[src/source/uart_link_settings.svh]
`ifndef UART_LINK_SETTINGS_SVH
`define UART_LINK_SETTINGS_SVH

// clock cycles per serial bit, 4 or more
`define UART_BIT_CYCLES 16

// idle cycles on tx between the command byte and the data byte of a write
// the sequencer needs at least 3 of them for its own handoff
`define UART_GAP_CYCLES 20

// cycles allowed for the reply start bit once the command frame has ended
`define UART_REPLY_TIMEOUT 400

// APB byte offsets of the three registers
`define UART_ADDR_CMD 4'h0
`define UART_ADDR_STATUS 4'h4
`define UART_ADDR_RDATA 4'h8

`endif

[src/source/uart_link_pkg.sv]
package uart_link_pkg;

  // host command as written to CMD, bit 15 down to bit 0
  typedef struct packed {
    logic       wr;
    logic [6:0] addr;
    logic [7:0] data;
  } link_cmd_t;

  // one byte handed to the tx shifter
  typedef struct packed {
    logic [7:0] data;
  } tx_req_t;

  // one frame as seen by the rx sampler
  typedef struct packed {
    logic [7:0] data;
    logic       parity_ok;
    logic       stop_ok;
  } rx_frame_t;

  // outcome of one command, done is a single-cycle pulse
  typedef struct packed {
    logic       done;
    logic [7:0] rdata;
    logic       parity_err;
    logic       frame_err;
    logic       timeout;
  } link_result_t;

  // STATUS register image, zero-extended onto prdata
  typedef struct packed {
    logic busy;
    logic rd_valid;
    logic parity_err;
    logic frame_err;
    logic timeout;
  } link_status_t;

endpackage

[src/source/apb_cmd_port.sv]
`include "uart_link_settings.svh"

module apb_cmd_port
  import uart_link_pkg::*;
(
  input  logic         clk,
  input  logic         rst_n,
  input  logic         psel,
  input  logic         penable,
  input  logic         pwrite,
  input  logic [3:0]   paddr,
  input  logic [31:0]  pwdata,
  output logic [31:0]  prdata,
  output logic         pready,
  output logic         pslverr,
  output link_cmd_t    cmd,
  output logic         cmd_valid,
  input  logic         cmd_ready,
  input  link_result_t result,
  input  logic         busy
);

  logic         access;
  logic         hit_cmd;
  logic         hit_status;
  logic         hit_rdata;
  logic         cmd_taken;
  logic         last_rd;
  logic         rd_valid_q;
  logic         perr_q;
  logic         ferr_q;
  logic         tout_q;
  logic [7:0]   rdata_q;
  link_status_t status;

  assign access     = psel && penable;
  assign hit_cmd    = (paddr == `UART_ADDR_CMD);
  assign hit_status = (paddr == `UART_ADDR_STATUS);
  assign hit_rdata  = (paddr == `UART_ADDR_RDATA);

  // a CMD write stays in wait states until the sequencer is idle
  assign cmd_valid = access && pwrite && hit_cmd;
  assign cmd       = link_cmd_t'(pwdata[15:0]);
  assign cmd_taken = cmd_valid && cmd_ready;

  assign pready  = access && (!cmd_valid || cmd_ready);
  assign pslverr = access && (!(hit_cmd || hit_status || hit_rdata) ||
                              (pwrite && (hit_status || hit_rdata)));

  assign status = '{busy: busy, rd_valid: rd_valid_q, parity_err: perr_q,
                    frame_err: ferr_q, timeout: tout_q};

  always_comb
  begin
    prdata = '0;
    if (hit_status)
      prdata = {27'd0, status};
    else if (hit_rdata)
      prdata = {24'd0, rdata_q};
  end

  always_ff @(posedge clk or negedge rst_n)
  begin
    if (!rst_n)
    begin
      last_rd    <= 1'b0;
      rd_valid_q <= 1'b0;
      perr_q     <= 1'b0;
      ferr_q     <= 1'b0;
      tout_q     <= 1'b0;
      rdata_q    <= '0;
    end
    else
    begin
      if (cmd_taken)
      begin
        last_rd <= !cmd.wr;
        perr_q  <= 1'b0;
        ferr_q  <= 1'b0;
        tout_q  <= 1'b0;
      end
      if (result.done)
      begin
        perr_q <= result.parity_err;
        ferr_q <= result.frame_err;
        tout_q <= result.timeout;
        if (last_rd)
        begin
          rdata_q    <= result.rdata;
          rd_valid_q <= 1'b1;
        end
      end
      else if (access && !pwrite && hit_rdata)
        rd_valid_q <= 1'b0;
    end
  end

  // the host must hold the transfer while it is stalled
  assert property (@(posedge clk) disable iff (!rst_n)
    (psel && !pready) |=> ($stable(paddr) && $stable(pwrite)));

  // a command is only offered in the access phase that follows its own CMD setup phase
  assert property (@(posedge clk) disable iff (!rst_n)
    $rose(cmd_valid) |-> $past(psel && !penable && pwrite && paddr == `UART_ADDR_CMD));

endmodule

[src/source/frame_sequencer.sv]
`include "uart_link_settings.svh"

module frame_sequencer
  import uart_link_pkg::*;
(
  input  logic         clk,
  input  logic         rst_n,
  input  link_cmd_t    cmd,
  input  logic         cmd_valid,
  output logic         cmd_ready,
  output tx_req_t      tx_byte,
  output logic         tx_valid,
  input  logic         tx_ready,
  input  rx_frame_t    rx_frame,
  input  logic         rx_valid,
  output link_result_t result,
  output logic         busy
);

  // three idle cycles come from the handoff between sequencer and shifter
  localparam int GAP_LAST  = `UART_GAP_CYCLES - 3;
  // rx_valid lands about ten bits after the start edge, so allow a frame on top
  localparam int WAIT_LAST = `UART_REPLY_TIMEOUT + 11 * `UART_BIT_CYCLES;
  localparam int CNT_W     = $clog2(WAIT_LAST + `UART_GAP_CYCLES + 1);

  typedef enum logic [2:0] {S_IDLE, S_CMD, S_GAP, S_DATA, S_WAIT, S_DONE} state_t;

  state_t           state;
  state_t           state_nx;
  logic             sent;
  logic             tx_done;
  logic [CNT_W-1:0] cnt;
  link_cmd_t        cmd_q;
  logic [7:0]       rdata_q;
  logic             perr_q;
  logic             ferr_q;
  logic             tout_q;

  assign tx_done  = sent && tx_ready;
  assign tx_valid = (state == S_CMD || state == S_DATA) && !sent;
  assign tx_byte  = '{data: (state == S_DATA) ? cmd_q.data : {cmd_q.wr, cmd_q.addr}};
  assign busy     = (state != S_IDLE);
  assign result   = '{done: state == S_DONE, rdata: rdata_q, parity_err: perr_q,
                      frame_err: ferr_q, timeout: tout_q};

  always_comb
  begin
    state_nx = state;
    case (state)
      S_IDLE: if (cmd_valid && cmd_ready) state_nx = S_CMD;
      S_CMD:  if (tx_done) state_nx = cmd_q.wr ? S_GAP : S_WAIT;
      S_GAP:  if (cnt == CNT_W'(GAP_LAST)) state_nx = S_DATA;
      S_DATA: if (tx_done) state_nx = S_DONE;
      S_WAIT: if (rx_valid || cnt == CNT_W'(WAIT_LAST)) state_nx = S_DONE;
      S_DONE: state_nx = S_IDLE;
      default: state_nx = S_IDLE;
    endcase
  end

  always_ff @(posedge clk or negedge rst_n)
  begin
    if (!rst_n)
    begin
      state     <= S_IDLE;
      cmd_ready <= 1'b0;
      sent      <= 1'b0;
      cnt       <= '0;
      perr_q    <= 1'b0;
      ferr_q    <= 1'b0;
      tout_q    <= 1'b0;
    end
    else
    begin
      state     <= state_nx;
      cmd_ready <= (state_nx == S_IDLE);
      if (state_nx != state)
        cnt <= '0;
      else if (state == S_GAP || state == S_WAIT)
        cnt <= cnt + 1'b1;
      if (tx_valid && tx_ready)
        sent <= 1'b1;
      else if (tx_done)
        sent <= 1'b0;
      if (state == S_IDLE && cmd_valid && cmd_ready)
      begin
        perr_q <= 1'b0;
        ferr_q <= 1'b0;
        tout_q <= 1'b0;
      end
      else if (state == S_WAIT)
      begin
        if (rx_valid)
        begin
          perr_q <= !rx_frame.parity_ok;
          ferr_q <= !rx_frame.stop_ok;
        end
        else if (cnt == CNT_W'(WAIT_LAST))
          tout_q <= 1'b1;
      end
    end
  end

  always_ff @(posedge clk)
  begin
    if (state == S_IDLE && cmd_valid && cmd_ready)
    begin
      cmd_q   <= cmd;
      rdata_q <= '0;
    end
    else if (state == S_WAIT && rx_valid)
      rdata_q <= rx_frame.data;
  end

  // while a reply is awaited no byte is in flight and the shifter is idle
  assert property (@(posedge clk) disable iff (!rst_n)
    (state == S_WAIT) |-> (tx_ready && !sent));

endmodule

[src/source/uart_tx_shifter.sv]
`include "uart_link_settings.svh"

module uart_tx_shifter
  import uart_link_pkg::*;
(
  input  logic    clk,
  input  logic    rst_n,
  input  tx_req_t tx_byte,
  input  logic    tx_valid,
  output logic    tx_ready,
  output logic    tx
);

  localparam int BIT = `UART_BIT_CYCLES;
  localparam int PW  = $clog2(BIT);

  logic          busy_q;
  logic          tick;
  logic [3:0]    bit_cnt;
  logic [PW-1:0] per_cnt;
  // data LSB first, then parity, then stop
  logic [9:0]    shreg;

  assign tx_ready = !busy_q;
  assign tick     = (per_cnt == PW'(BIT - 1));

  always_ff @(posedge clk or negedge rst_n)
  begin
    if (!rst_n)
    begin
      busy_q  <= 1'b0;
      bit_cnt <= '0;
      per_cnt <= '0;
      tx      <= 1'b1;
    end
    else if (!busy_q)
    begin
      if (tx_valid)
      begin
        busy_q  <= 1'b1;
        bit_cnt <= '0;
        per_cnt <= '0;
        tx      <= 1'b0;
      end
    end
    else if (tick)
    begin
      per_cnt <= '0;
      if (bit_cnt == 4'd10)
      begin
        busy_q <= 1'b0;
        tx     <= 1'b1;
      end
      else
      begin
        bit_cnt <= bit_cnt + 1'b1;
        tx      <= shreg[0];
      end
    end
    else
      per_cnt <= per_cnt + 1'b1;
  end

  always_ff @(posedge clk)
  begin
    if (!busy_q && tx_valid)
      shreg <= {1'b1, ~^tx_byte.data, tx_byte.data};
    else if (busy_q && tick)
      shreg <= {1'b1, shreg[9:1]};
  end

  assert property (@(posedge clk) disable iff (!rst_n) tx_ready |-> tx);

endmodule

[src/source/uart_rx_sampler.sv]
`include "uart_link_settings.svh"

module uart_rx_sampler
  import uart_link_pkg::*;
(
  input  logic      clk,
  input  logic      rst_n,
  input  logic      rx,
  output rx_frame_t rx_frame,
  output logic      rx_valid
);

  localparam int BIT  = `UART_BIT_CYCLES;
  localparam int HALF = BIT / 2;
  localparam int PW   = $clog2(BIT);

  logic [1:0]    sync_q;
  logic          rx_s;
  logic          rx_prev;
  logic          active;
  logic          sample;
  logic [3:0]    bit_cnt;
  logic [PW-1:0] per_cnt;
  logic [7:0]    shreg;
  logic          par_q;

  assign rx_s = sync_q[1];

  // the start bit is rechecked at half a period, every later bit one period on
  assign sample = active && ((bit_cnt == 4'd0) ? (per_cnt == PW'(HALF - 1))
                                               : (per_cnt == PW'(BIT - 1)));

  always_ff @(posedge clk or negedge rst_n)
  begin
    if (!rst_n)
    begin
      sync_q   <= 2'b11;
      rx_prev  <= 1'b1;
      active   <= 1'b0;
      bit_cnt  <= '0;
      per_cnt  <= '0;
      rx_valid <= 1'b0;
    end
    else
    begin
      sync_q   <= {sync_q[0], rx};
      rx_prev  <= rx_s;
      rx_valid <= 1'b0;
      if (!active)
      begin
        if (rx_prev && !rx_s)
        begin
          active  <= 1'b1;
          bit_cnt <= '0;
          per_cnt <= '0;
        end
      end
      else if (sample)
      begin
        per_cnt <= '0;
        // a glitch that is high again at mid start bit is dropped
        if (bit_cnt == 4'd0 && rx_s)
          active <= 1'b0;
        else if (bit_cnt == 4'd10)
        begin
          active   <= 1'b0;
          rx_valid <= 1'b1;
        end
        else
          bit_cnt <= bit_cnt + 1'b1;
      end
      else
        per_cnt <= per_cnt + 1'b1;
    end
  end

  always_ff @(posedge clk)
  begin
    if (sample)
    begin
      if (bit_cnt >= 4'd1 && bit_cnt <= 4'd8)
        shreg <= {rx_s, shreg[7:1]};
      else if (bit_cnt == 4'd9)
        par_q <= rx_s;
      else if (bit_cnt == 4'd10)
        rx_frame <= '{data: shreg, parity_ok: (par_q == ~^shreg), stop_ok: rx_s};
    end
  end

  assert property (@(posedge clk) disable iff (!rst_n) rx_valid |=> !rx_valid);

endmodule

[src/source/uart_link_top.sv]
module uart_link_top
  import uart_link_pkg::*;
(
  input  logic        clk,
  input  logic        rst_n,
  input  logic        psel,
  input  logic        penable,
  input  logic        pwrite,
  input  logic [3:0]  paddr,
  input  logic [31:0] pwdata,
  output logic [31:0] prdata,
  output logic        pready,
  output logic        pslverr,
  input  logic        rx,
  output logic        tx
);

  link_cmd_t    cmd;
  logic         cmd_valid;
  logic         cmd_ready;
  link_result_t result;
  logic         busy;
  tx_req_t      tx_byte;
  logic         tx_valid;
  logic         tx_ready;
  rx_frame_t    rx_frame;
  logic         rx_valid;

  apb_cmd_port u_apb_cmd_port (
    .clk       (clk),
    .rst_n     (rst_n),
    .psel      (psel),
    .penable   (penable),
    .pwrite    (pwrite),
    .paddr     (paddr),
    .pwdata    (pwdata),
    .prdata    (prdata),
    .pready    (pready),
    .pslverr   (pslverr),
    .cmd       (cmd),
    .cmd_valid (cmd_valid),
    .cmd_ready (cmd_ready),
    .result    (result),
    .busy      (busy)
  );

  frame_sequencer u_frame_sequencer (
    .clk       (clk),
    .rst_n     (rst_n),
    .cmd       (cmd),
    .cmd_valid (cmd_valid),
    .cmd_ready (cmd_ready),
    .tx_byte   (tx_byte),
    .tx_valid  (tx_valid),
    .tx_ready  (tx_ready),
    .rx_frame  (rx_frame),
    .rx_valid  (rx_valid),
    .result    (result),
    .busy      (busy)
  );

  uart_tx_shifter u_uart_tx_shifter (
    .clk      (clk),
    .rst_n    (rst_n),
    .tx_byte  (tx_byte),
    .tx_valid (tx_valid),
    .tx_ready (tx_ready),
    .tx       (tx)
  );

  uart_rx_sampler u_uart_rx_sampler (
    .clk      (clk),
    .rst_n    (rst_n),
    .rx       (rx),
    .rx_frame (rx_frame),
    .rx_valid (rx_valid)
  );

endmodule

[config.mk]
export PLATFORM = sky130hd
export DESIGN_NAME = uart_link_top
export DESIGN_NICKNAME = d
export VERILOG_FILES = /design/src/source/uart_link_pkg.sv /design/src/source/apb_cmd_port.sv /design/src/source/frame_sequencer.sv /design/src/source/uart_tx_shifter.sv /design/src/source/uart_rx_sampler.sv /design/src/source/uart_link_top.sv
export VERILOG_INCLUDE_DIRS = /design/src /design/src/source
export SDC_FILE = /design/constraint.sdc
export NUM_CORES = 1
export LEC_CHECK = 0
export CORE_UTILIZATION = 45
export DETAILED_ROUTE_END_ITERATION = 6
export DONT_BUFFER_PORTS = 1
export HOLD_SLACK_MARGIN = 0.1
export SLEW_MARGIN = 20
export SYNTH_ARGS = -nofsm -noshare
export SYNTH_HDL_FRONTEND = slang
export SYNTH_HIERARCHICAL = 1
export SYNTH_SLANG_ARGS = --single-unit
[constraint.sdc]
create_clock -name clk -period 2.4 [get_ports clk]
set_clock_uncertainty 0.2 [all_clocks]
set_input_delay 0.24 -clock clk [delete_from_list [all_inputs] [get_ports clk]]
set_output_delay 0.24 -clock clk [all_outputs]
set_load 0.05 [all_outputs]
Word level (Yosys, flattened, before mapping)
Cells that the tools add are included.
{"block": "totals", "register_bits": 106, "out_inout_bits": 35, "wordCells": 194}
{"block": "op_classes", "addsub": 5, "magnitude_cmp": 2, "n_eq_ne": 24, "n_mux": 64, "bitwise_logic": 2, "reduce_logical": 64}
{"cell": "4-bit two-way mux", "count": 13}
{"cell": "1-bit two-way mux", "count": 37}
{"cell": "4-bit equality test (second input constant)", "count": 6}
{"cell": "8-bit two-way mux", "count": 3}
{"cell": "1-bit logical AND", "count": 20}
{"cell": "10-bit two-way mux", "count": 2}
{"cell": "2-bit nonzero test", "count": 10}
{"cell": "3-bit two-way mux", "count": 6}
{"cell": "9-bit two-way mux", "count": 2}
{"cell": "4-bit by 1-bit adder with 4-bit output (second input constant)", "count": 4}
{"cell": "8-bit XNOR reduction", "count": 2}
{"cell": "3-bit case mux with 5 select lines", "count": 1}
{"cell": "2-bit != test (second input constant)", "count": 6}
{"cell": "10-bit by 1-bit adder with 10-bit output (second input constant)", "count": 1}
{"cell": "10-bit equality test (second input constant)", "count": 1}
{"cell": "10-bit by 5-bit equality test with 1-bit output (second input constant)", "count": 1}
{"cell": "2-bit AND reduction", "count": 5}
{"cell": "1-bit logical NOT", "count": 9}
{"cell": "3-bit AND reduction", "count": 3}
{"cell": "4-bit by 3-bit equality test with 1-bit output (second input constant)", "count": 2}
{"cell": "4-bit logical NOT", "count": 2}
{"cell": "1-bit logical OR", "count": 8}
{"cell": "4-bit AND reduction", "count": 2}
{"cell": "3-bit by 2-bit equality test with 1-bit output (second input constant)", "count": 2}
{"cell": "10 further kinds", "count": 13}

Depth between registers and ports, before layout
Gate-level depths: netlist of the first run.
{"block": "depth", "word_depth": 8, "ltp_mapped": 8, "mapped_depth_nobuf": 7}

By module
The synthesis of the first run kept the hierarchy.
{"mod": "frame_sequencer", "n_inst": 1, "cells_per_inst": 171, "area_each_um2": 1910.6, "seq_area_each_um2": 1091.0}
{"mod": "uart_rx_sampler", "n_inst": 1, "cells_per_inst": 102, "area_each_um2": 1396.3, "seq_area_each_um2": 899.6}
{"mod": "uart_tx_shifter", "n_inst": 1, "cells_per_inst": 83, "area_each_um2": 993.5, "seq_area_each_um2": 521.8}
{"mod": "apb_cmd_port", "n_inst": 1, "cells_per_inst": 103, "area_each_um2": 979.7, "seq_area_each_um2": 325.3}

Least setup slack after synthesis of the first run
No wires, ideal clock.
{"block": "synth_path", "path_type": "reg-to-reg", "startpoint": "reg u_uart_rx_sampler.bit_cnt[0]", "endpoint": "reg u_uart_rx_sampler.shreg[0], enable pin", "setup_time_ns": 0.388, "t_arrival_ns": 1.945, "required_time_ns": 1.812, "slack_ns": -0.133, "stages_incl_launch_ff": 7, "path_buffers": 0, "path_cell_list": "dfrtp_1 -> inv_1 -> ha_1 -> nor3b_4 -> xor2_2 -> nand3_1 -> a221oi_1"}
{"block": "synth_via", "elab_chain_len": 4, "word_cells_on_any_way": 7, "classes_between": "2 x order compare; 1 x mux; 4 x reduce/logical"}
{"element": "start, declared", "line_no": "uart_rx_sampler.sv:22", "text": "logic [3:0] bit_cnt;"}
{"element": "start signal, assigned", "line_no": "uart_rx_sampler.sv:70", "text": "bit_cnt <= bit_cnt + 1'b1;"}
{"element": "parallel branches: the longest is 3 deep, another holds 4-bit by 1-bit >= comparator with 1-bit output"}
{"element": "2-bit AND reduction (no source line) (*)"}
{"element": "end signal, assigned", "line_no": "uart_rx_sampler.sv:82", "text": "shreg <= {rx_s, shreg[7:1]};"}
{"element": "end, declared", "line_no": "uart_rx_sampler.sv:24", "text": "logic [7:0] shreg;"}
Mark *: on every way between the ends.
A chain may end at the register's enable or synchronous reset.

==> results.json, run 1 <==
{
  "synthCells": 459,
  "synth.avg_cell_area_um2": 11.5,
  "p_int_mw": 3.03,
  "final_hold_viol_count": 0,
  "wl_um": 8670,
  "maxSlewViolCount": 0,
  "crit_path_end_kind": "flop",
  "multi_input_area_mm2": 0.00206,
  "num_vias": 3187,
  "grt_usage": 0.148,
  "worst_slack_ns": 0.115,
  "synth_warnings": 6,
  "final_cell_mix": "50 x dfrtp_1, 49 x nand2_1, 44 x edfxtp_1",
  "switching_share": 0.254,
  "period_minus_slack_ns": 2.28,
  "cts.sinks": 106,
  "synth-seq-area-share": 0.537,
  "start_kind": "flop",
  "setup_violations": 0,
  "cts_tree": "done",
  "synth_cell_types": 65,
  "hp-class": "in -> reg",
  "io_pins": 77,
  "worst_slew_pin_slew_ns": 0.524,
  "final-instance-count-excl-fill": 632,
  "start_util": 0.462,
  "place_ws_ns": 0.0666,
  "synth_area_mm2": 0.00528,
  "core_mm2": 0.0114,
  "cap_violations": 0,
  "drive_above_1_share": 0.170,
  "post_dp_cell_area_mm2": 0.00527,
  "power_frac_comb": 0.139,
  "fmax_mhz": 438,
  "wire_per_inst_um": 13.7,
  "cts.reportedPaths.clkPinSlew_ns": 0.07,
  "switchingPower_mw": 1.03,
  "numPortBuffers": 0,
  "h-tree-depth": 3,
  "synth_flop_cell": "dfrtp_1",
  "power-per-cell-area_mw_per_mm2": 688,
  "grt_start_max_net_pins": 55,
  "ctsLongestPathBuffers": 2,
  "clockPowerShare": 0.358,
  "finalInstanceArea_mm2": 0.00591,
  "cts-root-buf": "clkbuf_16",
  "viasPerCell": 5.04,
  "crit_type": "reg -> reg",
  "synth_edf_count": 44,
  "seq_area_mm2": 0.00284,
  "nets": 537,
  "final_common_cell": "dfrtp_1",
  "post-dp-hpwl_um": 5920,
  "grt_pass1_wl_um": 13900,
  "routabilityCongestion": 0.780,
  "p_leak_nw": 2.37,
  "async_flop_share": 0.509,
  "cts_inserted_buffers": 9,
  "status": "finished, final reports clean",
  "period_share": 0.952,
  "cp.arrival_ns": 2.18,
  "clock_latency_ns": 0.34,
  "grt.overflow.total": 0,
  "placed_cells": 584,
  "critPathMaxFanout": 8,
  "die_area_mm2": 0.0122,
  "synth-seq-cells": 106,
  "setup_tns_ns": 0,
  "crit_required_ns": 2.29,
  "slew_headroom": 0.650,
  "syn_to_final_growth_pct": 11.9,
  "route.detailed.drc": 0,
  "share_seq_of_total_power": 0.503,
  "drt-pass1-iter-count": 4,
  "grt_pass1_vias": 3012,
  "die_h_um": 110,
  "drtIter0Drc": 139,
  "diodes": 0,
  "die_width_um": 110,
  "num_rows": 39,
  "grt_antenna_before_repair": 0,
  "postLayoutCoreUtil": 0.517,
  "fill_cells": 1008,
  "rsz0062_at_grt": "false",
  "ir_drop_mv": 0.513,
  "ant_nets": 0
}
-- cells in the mapped netlist (all sizes together) (2+ instances only) --
master  number  area (um^2)
o21ai       11         55.1
ha          11          138
o22ai        2         12.5
and3        10         67.6
edfxtp      44         1320
nor2        26         97.6
xnor2       23          209
and2         4         26.3
nand3        9         45.0
dfxtp        8          160
nor4b        2         17.5
nor2b        9         56.3
nand4b       3         26.3
nand4        6         37.5
nand2       49          184
nor3b        4         41.3
a31oi        2         12.5
or4b         2         23.8
buf         51          393
or2          3         18.8
dfstp        4          105
nor3         8         40.0
a21oi       17         96.4
o32ai        2         36.3
mux2        26          297
nor4         3         18.8
clkbuf       7         30.0
a22oi        5         37.5
o31ai        3         22.5
inv         14         52.6
o211ai       2         20.0
dfrtp       50         1250
a22o         5         43.8
nand2b       8         50.1
mux2i        4         40.0
or3          3         18.8
xor2         5         51.3
-- power by group through the flow --
stage          Clock [mW]  Sequential (mW)  Combinational, mW
6_report             1.46             2.04              0.564
5_1_grt              1.56             2.05              0.632
4_1_cts              1.51             2.04              0.516
3_5_place_dp            0             2.08              0.462
2_1_floorplan           0             2.04              0.482
3_3_place_gp            0             2.07              0.445
-- metrics by stage --
stage,total power [mW],hold slack (ns)
finish,4.06,0.134
global route,4.25,0.153
CTS,4.07,0.139
detailed placement,2.54,-0.253
global placement,2.52,-0.253
floorplan,2.52,-0.256
-- state kept, by name, summed over array words and instances, names as in the netlist, 2 cells and up --
signal and cells:
u_uart_tx_shifter/bit_cnt 4, u_frame_sequencer/cmd_q 16, u_uart_rx_sampler/rx_frame 10, u_frame_sequencer/rdata_q 8, u_uart_tx_shifter/shreg 9, u_uart_rx_sampler/shreg 8
u_apb_cmd_port/rdata_q 8, u_uart_rx_sampler/sync_q 2, u_uart_rx_sampler/bit_cnt 4, u_uart_tx_shifter/per_cnt 4, u_uart_rx_sampler/per_cnt 4, u_frame_sequencer/state 3
u_frame_sequencer/cnt 10
-- final cells by class --
type                       count  area share
clock buffer                   9      0.0381
clock inverter                 7      0.0131
inverter                      14     0.00890
multi-input combinational    304       0.350
sequential                   106       0.480
tap                          143      0.0303
timing repair buffer          49      0.0796
-- logic make-up (layout without fill, tap and decap cells) --
group,count (synthesis),in the layout,share of synthesized area
compound gates,56,56,0.0758
simple gates,154,154,0.155
fa+ha+maj,12,12,0.0280
mux,30,30,0.0637
xor+xnor,28,28,0.0493
buf+inv,72,79,0.0900
flops,106,106,0.537
other cells,1,24,0.000710
-- worst max-delay path: stages, from the launching register on --
cell	delay, ns
dfrtp_1	0.37
nor2b_1	0.15
nand2_1	0.29
mux2_2	0.40
xnor2_1	0.23
xnor2_1	0.18
xnor2_1	0.14
nand2_1	0.07
-- worst paths after layout --
kind | slack, ns | cells after the start | endpoint | from
max in group asynchronous | 1.49 | 2 | u_uart_rx_sampler/rx_prev | rst_n
hold / removal | 0.13 | 2 | u_apb_cmd_port/rd_valid_q | paddr[3]
setup / recovery | 0.12 | 7 | u_uart_tx_shifter/shreg[8] | u_frame_sequencer/state[0]
setup reg to reg | 0.12 | 7 | u_uart_tx_shifter/shreg[8] | u_frame_sequencer/state[0]
hold reg to reg | 0.16 | 0 | u_uart_rx_sampler/sync_q[1] | u_uart_rx_sampler/sync_q[0]
min in group asynchronous | 0.21 | 2 | u_uart_tx_shifter/per_cnt[2] | rst_n
-- layer usage --
| layer | vias to the layer above | part of all wire | GRT usage |
|---|---|---|---|
| met1 | 1524 | 0.46 | 0.188 |
| met2 | 55 | 0.50 | 0.242 |
| met3 | 16 | 0.030 | 0.0359 |
| li1 | 1592 | - | - |
| met5 | - | 0 | 0 |
| met4 | 0 | 0.016 | 0.0573 |
-- timing repair --
| item | 4_1_cts | 5_1_grt |
|---|---|---|
| buffers inserted | 0 | 3 |
| hold buffers | 29 | 0 |
| gates resized for setup | 0 | 1 |
| setup endpoints to repair | 0 | 8 |
| hold endpoints to repair | 76 | 0 |
(Power assumes the default switching activity.)
==> inputs of run 2 (changes only) <==
ABC_AREA = 1   (was default)
CAP_MARGIN = 20   (was default)
SLEW_MARGIN = 5   (was 20)
==> run 2 against run 1 <==
Compared with the run above:
- highest routed layer unchanged
- core utilization is 1.1 points higher
- non-clock buffer count is 3 lower
- combinational power is 20% higher
- worst hold slack worse by 0.059 ns
- area after synthesis is 3.7% higher
- the run now ends with design-rule violations left
- count of clock-buffer cells in the layout is 1 higher
- synthesized cell count is 27% higher
==> results.json, run 2 <==
{
  "status": "complete, but fails checks",
  "violations": "design-rule violations",
  "route.detailed.drc": 3,
  "worst_path_max_delay_cell": "dlygate4sd3_1",
  "grt_start_max_net_pins": 55,
  "die_area_mm2": 0.0126,
  "wl_um": 9300,
  "crit_type": "in -> reg",
  "ant_nets": 0,
  "synth_area_mm2": 0.00547,
  "synth-seq-cells": 106,
  "synth.area.top_cells": "edfxtp_1 24%, dfrtp_1 23%, nand2_1 8.2%",
  "slowest_delay_ns": 0.57,
  "grt_pass1_vias": 3609,
  "synthCells": 582,
  "yosysMostFrequentCell": "nand2_1",
  "hp-class": "in -> reg",
  "drive_above_1_share": 0.170,
  "regToRegSetupSlack_ns": 0.25,
  "cp_common_cell": "dlygate4sd3_1",
  "top_register": "u_frame_sequencer/cmd_q",
  "wire_per_inst_um": 12.2,
  "nets": 666,
  "final_cell_mix": "120 x nand2_1, 68 x inv_1, 50 x dfrtp_1",
  "num_rows": 39,
  "period_share": 0.963,
  "final_common_cell": "nand2_1",
  "ir_drop_mv": 0.513,
  "die_h_um": 112,
  "drtIter0Drc": 218,
  "num_vias": 3639,
  "maxSlewViolCount": 0,
  "use_met3": 0.0421,
  "fin_total_pwr_mw": 4.27,
  "drt-pass1-iter-count": 6,
  "rsz0062_at_grt": "false",
  "cts_inserted_buffers": 9,
  "ctsLongestPathBuffers": 2,
  "crit_path_end_kind": "flop",
  "power-per-cell-area_mw_per_mm2": 695,
  "met1_usage": 0.205,
  "critPathMaxFanout": 3,
  "p_leak_nw": 2.80,
  "synth_edf_count": 44,
  "hold_depth": 5,
  "r2r-end": "u_uart_tx_shifter/shreg[8]",
  "setup_tns_ns": 0,
  "viasPerCell": 4.78,
  "slew_headroom": 0.577,
  "final_hold_viol_count": 0,
  "top_usage_layer": "met2",
  "synth_cell_types": 40,
  "synth.avg_cell_area_um2": 9.41,
  "synthTopCellsByCount": "120 x nand2_1, 68 x inv_1, 50 x dfrtp_1, 46 x nor2_1, 44 x edfxtp_1",
  "core_mm2": 0.0116,
  "grt_use_met2": 0.280,
  "grt_antenna_before_repair": 0,
  "worst_slack_ns": 0.0879,
  "io_pins": 77,
  "crit_buf_inv": 3,
  "diodes": 0,
  "worst_slew_pin_slew_ns": 0.630,
  "start_kind": "primary input",
  "synth-seq-area-share": 0.518,
  "synth_flop_cell": "dfrtp_1",
  "grt_pass1_wl_um": 16300,
  "cts_tree": "done",
  "largest_reg_flops": 16,
  "fill_cells": 1037,
  "clock_latency_ns": 0.35,
  "cts.reportedPaths.clkPinSlew_ns": 0.07,
  "numPortBuffers": 0,
  "setup_violations": 0,
  "place_ws_ns": 0.249,
  "h-tree-depth": 3,
  "min_from": "psel",
  "cap_violations": 0,
  "fmax_mhz": 433,
  "crit_family": "buffers and inverters",
  "post-dp-hpwl_um": 6520,
  "reg2reg_from": "u_frame_sequencer/state[2]",
  "crit_chain": "dlygate4sd3_1, nor2_2, dlygate4sd3_1, nand4_2, nand2_1, o21ai_1, dlygate4sd3_1",
  "synth_warnings": 6,
  "async_flop_share": 0.509,
  "yosys.area.top_type_share": 0.241,
  "period_minus_slack_ns": 2.31,
  "critPathLaunch": "paddr[3]",
  "cts.sinks": 106,
  "finalInstanceArea_mm2": 0.00614,
  "r2r_cells": 12,
  "crit_required_ns": 2.43,
  "start_util": 0.471,
  "top_regs": "u_frame_sequencer/cmd_q (16), u_frame_sequencer/cnt (10), u_uart_rx_sampler/rx_frame (10)",
  "syn_to_final_growth_pct": 12.2,
  "min_to": "u_apb_cmd_port/rd_valid_q",
  "cts-root-buf": "clkbuf_16",
  "die_width_um": 112,
  "grt.overflow.total": 0,
  "postLayoutCoreUtil": 0.529,
  "post_dp_cell_area_mm2": 0.00550,
  "routabilityCongestion": 0.809,
  "synth_largest_area_cell": "edfxtp_1",
  "cp.arrival_ns": 2.34,
  "grt_usage": 0.165
}
-- run 2: logic make-up (layout without fill, tap and decap cells) --
kind of cell    after synthesis  in the layout  share of synthesized area
mux                           9              9                     0.0185
simple gates                246            246                      0.217
other cells                   1             24                   0.000685
fa+ha+maj                    11             11                     0.0251
compound gates               68             68                     0.0747
buf+inv                     125            138                      0.120
xor+xnor                     16             16                     0.0256
flops                       106            106                      0.518
-- run 2: cell type report --
type	count	area, um^2	area share
flip-flops and latches	106	2840	0.462
multi-input cells	374	2070	0.337
repair buffers	46	437	0.0711
inverters	76	288	0.0469
clock buffers	10	250	0.0408
well taps	143	179	0.0291
clock inverters	6	77.6	0.0126
-- run 2: repair_timing --
action                     4_1_cts  5_1_grt
hold endpoints to repair        76        0
hold buffers                    28        0
setup endpoints to repair        0        5
gates resized for setup          0        3
setup buffers                    0        2
-- run 2: stage by stage --
| step | cells | hold WS [ns] |
|---|---|---|
| after floorplan | 605 | -0.256 |
| after global placement | 716 | -0.254 |
| after detailed placement | 716 | -0.253 |
| after CTS | 760 | 0.161 |
| after global routing | 761 | 0.141 |
| final | 761 | 0.0748 |
-- run 2: tightest hold or removal path, cell delays in order --
cell and delay [ns]:
nand2_2 0.06, inv_1 0.08, nand3_1 0.06, nor2_1 0.09, a21oi_1 0.04
-- run 2: routing by layer --
metal  routed length, um  share of wire
met1                4200           0.45
met2                4680           0.50
met3                 295          0.032
met4                 120          0.013
met5                   0              0
-- run 2: worst max path at each step --
stage,to,cells past startpoint
2_1_floorplan,u_uart_rx_sampler/rx_frame[0],6
3_3_place_gp,u_uart_tx_shifter/shreg[8],12
3_5_place_dp,u_uart_tx_shifter/shreg[8],10
4_1_cts,u_apb_cmd_port/ferr_q,7
5_1_grt,u_apb_cmd_port/last_rd,7
6_report,u_apb_cmd_port/last_rd,7
-- run 2: power by group --
| group | internal, mW | switching [mW] |
|---|---|---|
| logic | 0.229 | 0.445 |
| registers | 1.98 | 0.0914 |
| clock network | 0.808 | 0.715 |
==> inputs of run 3 (changes only) <==
SYNTH_HIERARCHICAL = default   (was 1)
==> run 3 against run 2 <==
Compared with the run above:
- the flow still finishes with violations (design-rule violations)
- synthesized cell count is 0.17% lower
- register-to-register slack hardly changed
- first-iteration DRC count is 5.0% higher
- power is 1.8% lower
- non-clock buffer count is 8 lower
- clock power hardly changed
- area after synthesis is 1.9% lower
- die area is 1.8% lower
- combinational power is 17% lower
- via count is 1.0% higher
- core utilization is 0.13 points lower
- critical path type is now reg -> reg
- critical endpoint is now u_uart_rx_sampler.shreg[0]
- highest routed layer unchanged
==> results.json, run 3 <==
{
  "status": "complete, but fails checks",
  "violations": "design-rule violations",
  "largest_reg_flops": 16,
  "grt_antenna_before_repair": 0,
  "start_util": 0.467,
  "period_minus_slack_ns": 2.15,
  "final_cell_mix": "163 x nand2_1, 70 x inv_1, 50 x dfrtp_1",
  "cts_inserted_buffers": 9,
  "setup_violations": 0,
  "crit_type": "reg -> reg",
  "cp.arrival_ns": 2.00,
  "ctsLongestPathBuffers": 2,
  "hp-class": "in -> reg",
  "die_h_um": 111,
  "met3_wirelength_um": 266,
  "nets": 674,
  "crit_chain": "inv_1, ha_1, nand3_1, nand2_1, nand4_1, inv_1, nand2_1, nor2_1, buf_4",
  "cap_violations": 0,
  "yosysMostFrequentCell": "nand2_1",
  "critPathMaxFanout": 8,
  "fmax_mhz": 466,
  "final_hold_viol_count": 0,
  "switching_share": 0.259,
  "async_flop_share": 0.509,
  "final_common_cell": "nand2_1",
  "worst_slack_ns": 0.252,
  "synthCells": 581,
  "drt-pass1-iter-count": 6,
  "p_int_mw": 3.11,
  "post-dp-hpwl_um": 6480,
  "place_ws_ns": 0.271,
  "grt_usage": 0.160,
  "wire_per_inst_um": 11.6,
  "setup_tns_ns": 0,
  "num_rows": 39,
  "crit_required_ns": 2.25,
  "viasPerCell": 4.78,
  "io_pins": 77,
  "grt.overflow.total": 0,
  "start_kind": "flop",
  "worst_path_max_delay_cell": "dfrtp_1",
  "crit_buf_inv": 3,
  "hold-worst-slack_ns": 0.130,
  "cts.reportedPaths.clkPinSlew_ns": 0.07,
  "crit_family": "simple AND/OR/NAND/NOR gates",
  "synthTopCellsByCount": "163 x nand2_1, 70 x inv_1, 50 x dfrtp_1, 44 x edfxtp_1, 38 x nor2_1",
  "grt_pass1_wl_um": 16200,
  "clock_latency_ns": 0.34,
  "clockPowerShare": 0.368,
  "power-per-cell-area_mw_per_mm2": 690,
  "wl_met1_um": 4120,
  "synth_warnings": 0,
  "crit_path_end_kind": "flop",
  "power_frac_comb": 0.134,
  "yosys.area.top_type_share": 0.246,
  "route.detailed.drc": 11,
  "core_mm2": 0.0115,
  "num_vias": 3676,
  "synth-seq-area-share": 0.528,
  "h-tree-depth": 3,
  "numPortBuffers": 0,
  "maxSlewViolCount": 0,
  "met2_length_um": 4480,
  "p_leak_nw": 2.89,
  "synth_edf_count": 44,
  "switchingPower_mw": 1.09,
  "cts_tree": "done",
  "ir_drop_mv": 0.534,
  "wl_um": 8950,
  "rsz0062_at_grt": "false",
  "cts.sinks": 106,
  "die_area_mm2": 0.0124,
  "synth-seq-cells": 106,
  "grt_pass1_vias": 3659,
  "synth_flop_cell": "dfrtp_1",
  "drive_above_1_share": 0.129,
  "synth_area_mm2": 0.00537,
  "synth.area.top_cells": "edfxtp_1 25%, dfrtp_1 23%, nand2_1 11%",
  "synth_largest_area_cell": "edfxtp_1",
  "diodes": 0,
  "cts-resized-gates": 0,
  "cts-root-buf": "clkbuf_16",
  "synth_cell_types": 42,
  "routabilityCongestion": 0.794,
  "ant_nets": 0,
  "grt_start_max_net_pins": 55,
  "top_register": "u_frame_sequencer.cmd_q",
  "cts_hold_buffers": 23,
  "share_seq_of_total_power": 0.498,
  "syn_to_final_growth_pct": 13.0,
  "routed.top_layer": "met4",
  "synth.avg_cell_area_um2": 9.25,
  "slowest_delay_ns": 0.43,
  "top_regs": "u_frame_sequencer.cmd_q (16), u_frame_sequencer.cnt (10), u_uart_rx_sampler.rx_frame (10)",
  "post-cts-setup-buffers": 0,
  "period_share": 0.895,
  "die_width_um": 111,
  "drtIter0Drc": 229,
  "regToRegSetupSlack_ns": 0.25
}
run 3: cell count changes in the layout (fill, tap and decap cells not counted), sizes merged, moves of 3 or more:
cell / delta
nand4: +4
o21ai: -4
nand2: +37
a21oi: -7
buf: -4
o31ai: +3
o22ai: -5
nand3: -5
inv: -3
dlygate4sd3: -3
nor2: -11
xor2: +4
run 3: power by group through the flow:
stage	logic (mW)	registers, mW	clock network (mW)
2_1_floorplan	0.470	2.09	0
3_3_place_gp	0.499	2.12	0
3_5_place_dp	0.516	2.12	0
4_1_cts	0.571	2.09	1.59
5_1_grt	0.649	2.10	1.65
6_report	0.562	2.09	1.54
run 3: path summary, 6_finish.rpt:
check | start | endpoint | cells after the start
setup / recovery | u_uart_rx_sampler.bit_cnt[0] | u_uart_rx_sampler.shreg[0] | 9
hold / removal | paddr[2] | u_frame_sequencer.tout_q | 5
setup reg to reg | u_uart_rx_sampler.bit_cnt[0] | u_uart_rx_sampler.shreg[0] | 9
hold reg to reg | u_uart_rx_sampler.sync_q[0] | u_uart_rx_sampler.sync_q[1] | 0
max in group asynchronous | rst_n | u_uart_rx_sampler.rx_prev | 2
min in group asynchronous | rst_n | u_uart_tx_shifter.bit_cnt[3] | 2
run 3: final cells by class:
cell class / count / area (um^2)
clock buffer: 9 / 225
clock inverter: 7 / 91.3
fill: 1048 / 5440
inverter: 74 / 283
multi-input combinational: 392 / 2100
sequential: 106 / 2840
tap: 143 / 179
timing repair buffer: 38 / 360
run 3: worst min-delay path: stages:
cell and delay (ns):
nor2_1 0.02, nand2_1 0.05, nor2_1 0.07, nand3_2 0.12
o21a_1 0.13
run 3: per-layer routing:
layer / track usage / vias up
li1: - / 1894
met1: 0.197 / 1726
met2: 0.277 / 48
met3: 0.0388 / 8
met4: 0.0468 / 0
met5: 0 / -
run 3: logic make-up (layout without fill, tap and decap cells):
| family | count (synthesis) | in the layout | share of synthesized area |
|---|---|---|---|
| AO/OA/AOI/OAI | 56 | 56 | 0.0592 |
| XOR/XNOR | 21 | 21 | 0.0342 |
| adder cells (fa/ha/maj) | 11 | 11 | 0.0256 |
| buffers and inverters | 106 | 128 | 0.0987 |
| flip-flops | 106 | 106 | 0.528 |
| multiplexers | 8 | 8 | 0.0168 |
| other | 1 | 24 | 0.000698 |
| AND/OR/NAND/NOR | 272 | 272 | 0.237 |
run 3: through the flow:
step           instances  utilization  instance area (um^2)  power, mW
6_report             769        0.527                  6070       4.19
5_1_grt              769        0.527                  6070       4.40
4_1_cts              769        0.527                  6070       4.24
3_5_place_dp         730        0.478                  5510       2.64
3_3_place_gp         730        0.478                  5510       2.62
2_1_floorplan        604            -                  5470       2.56
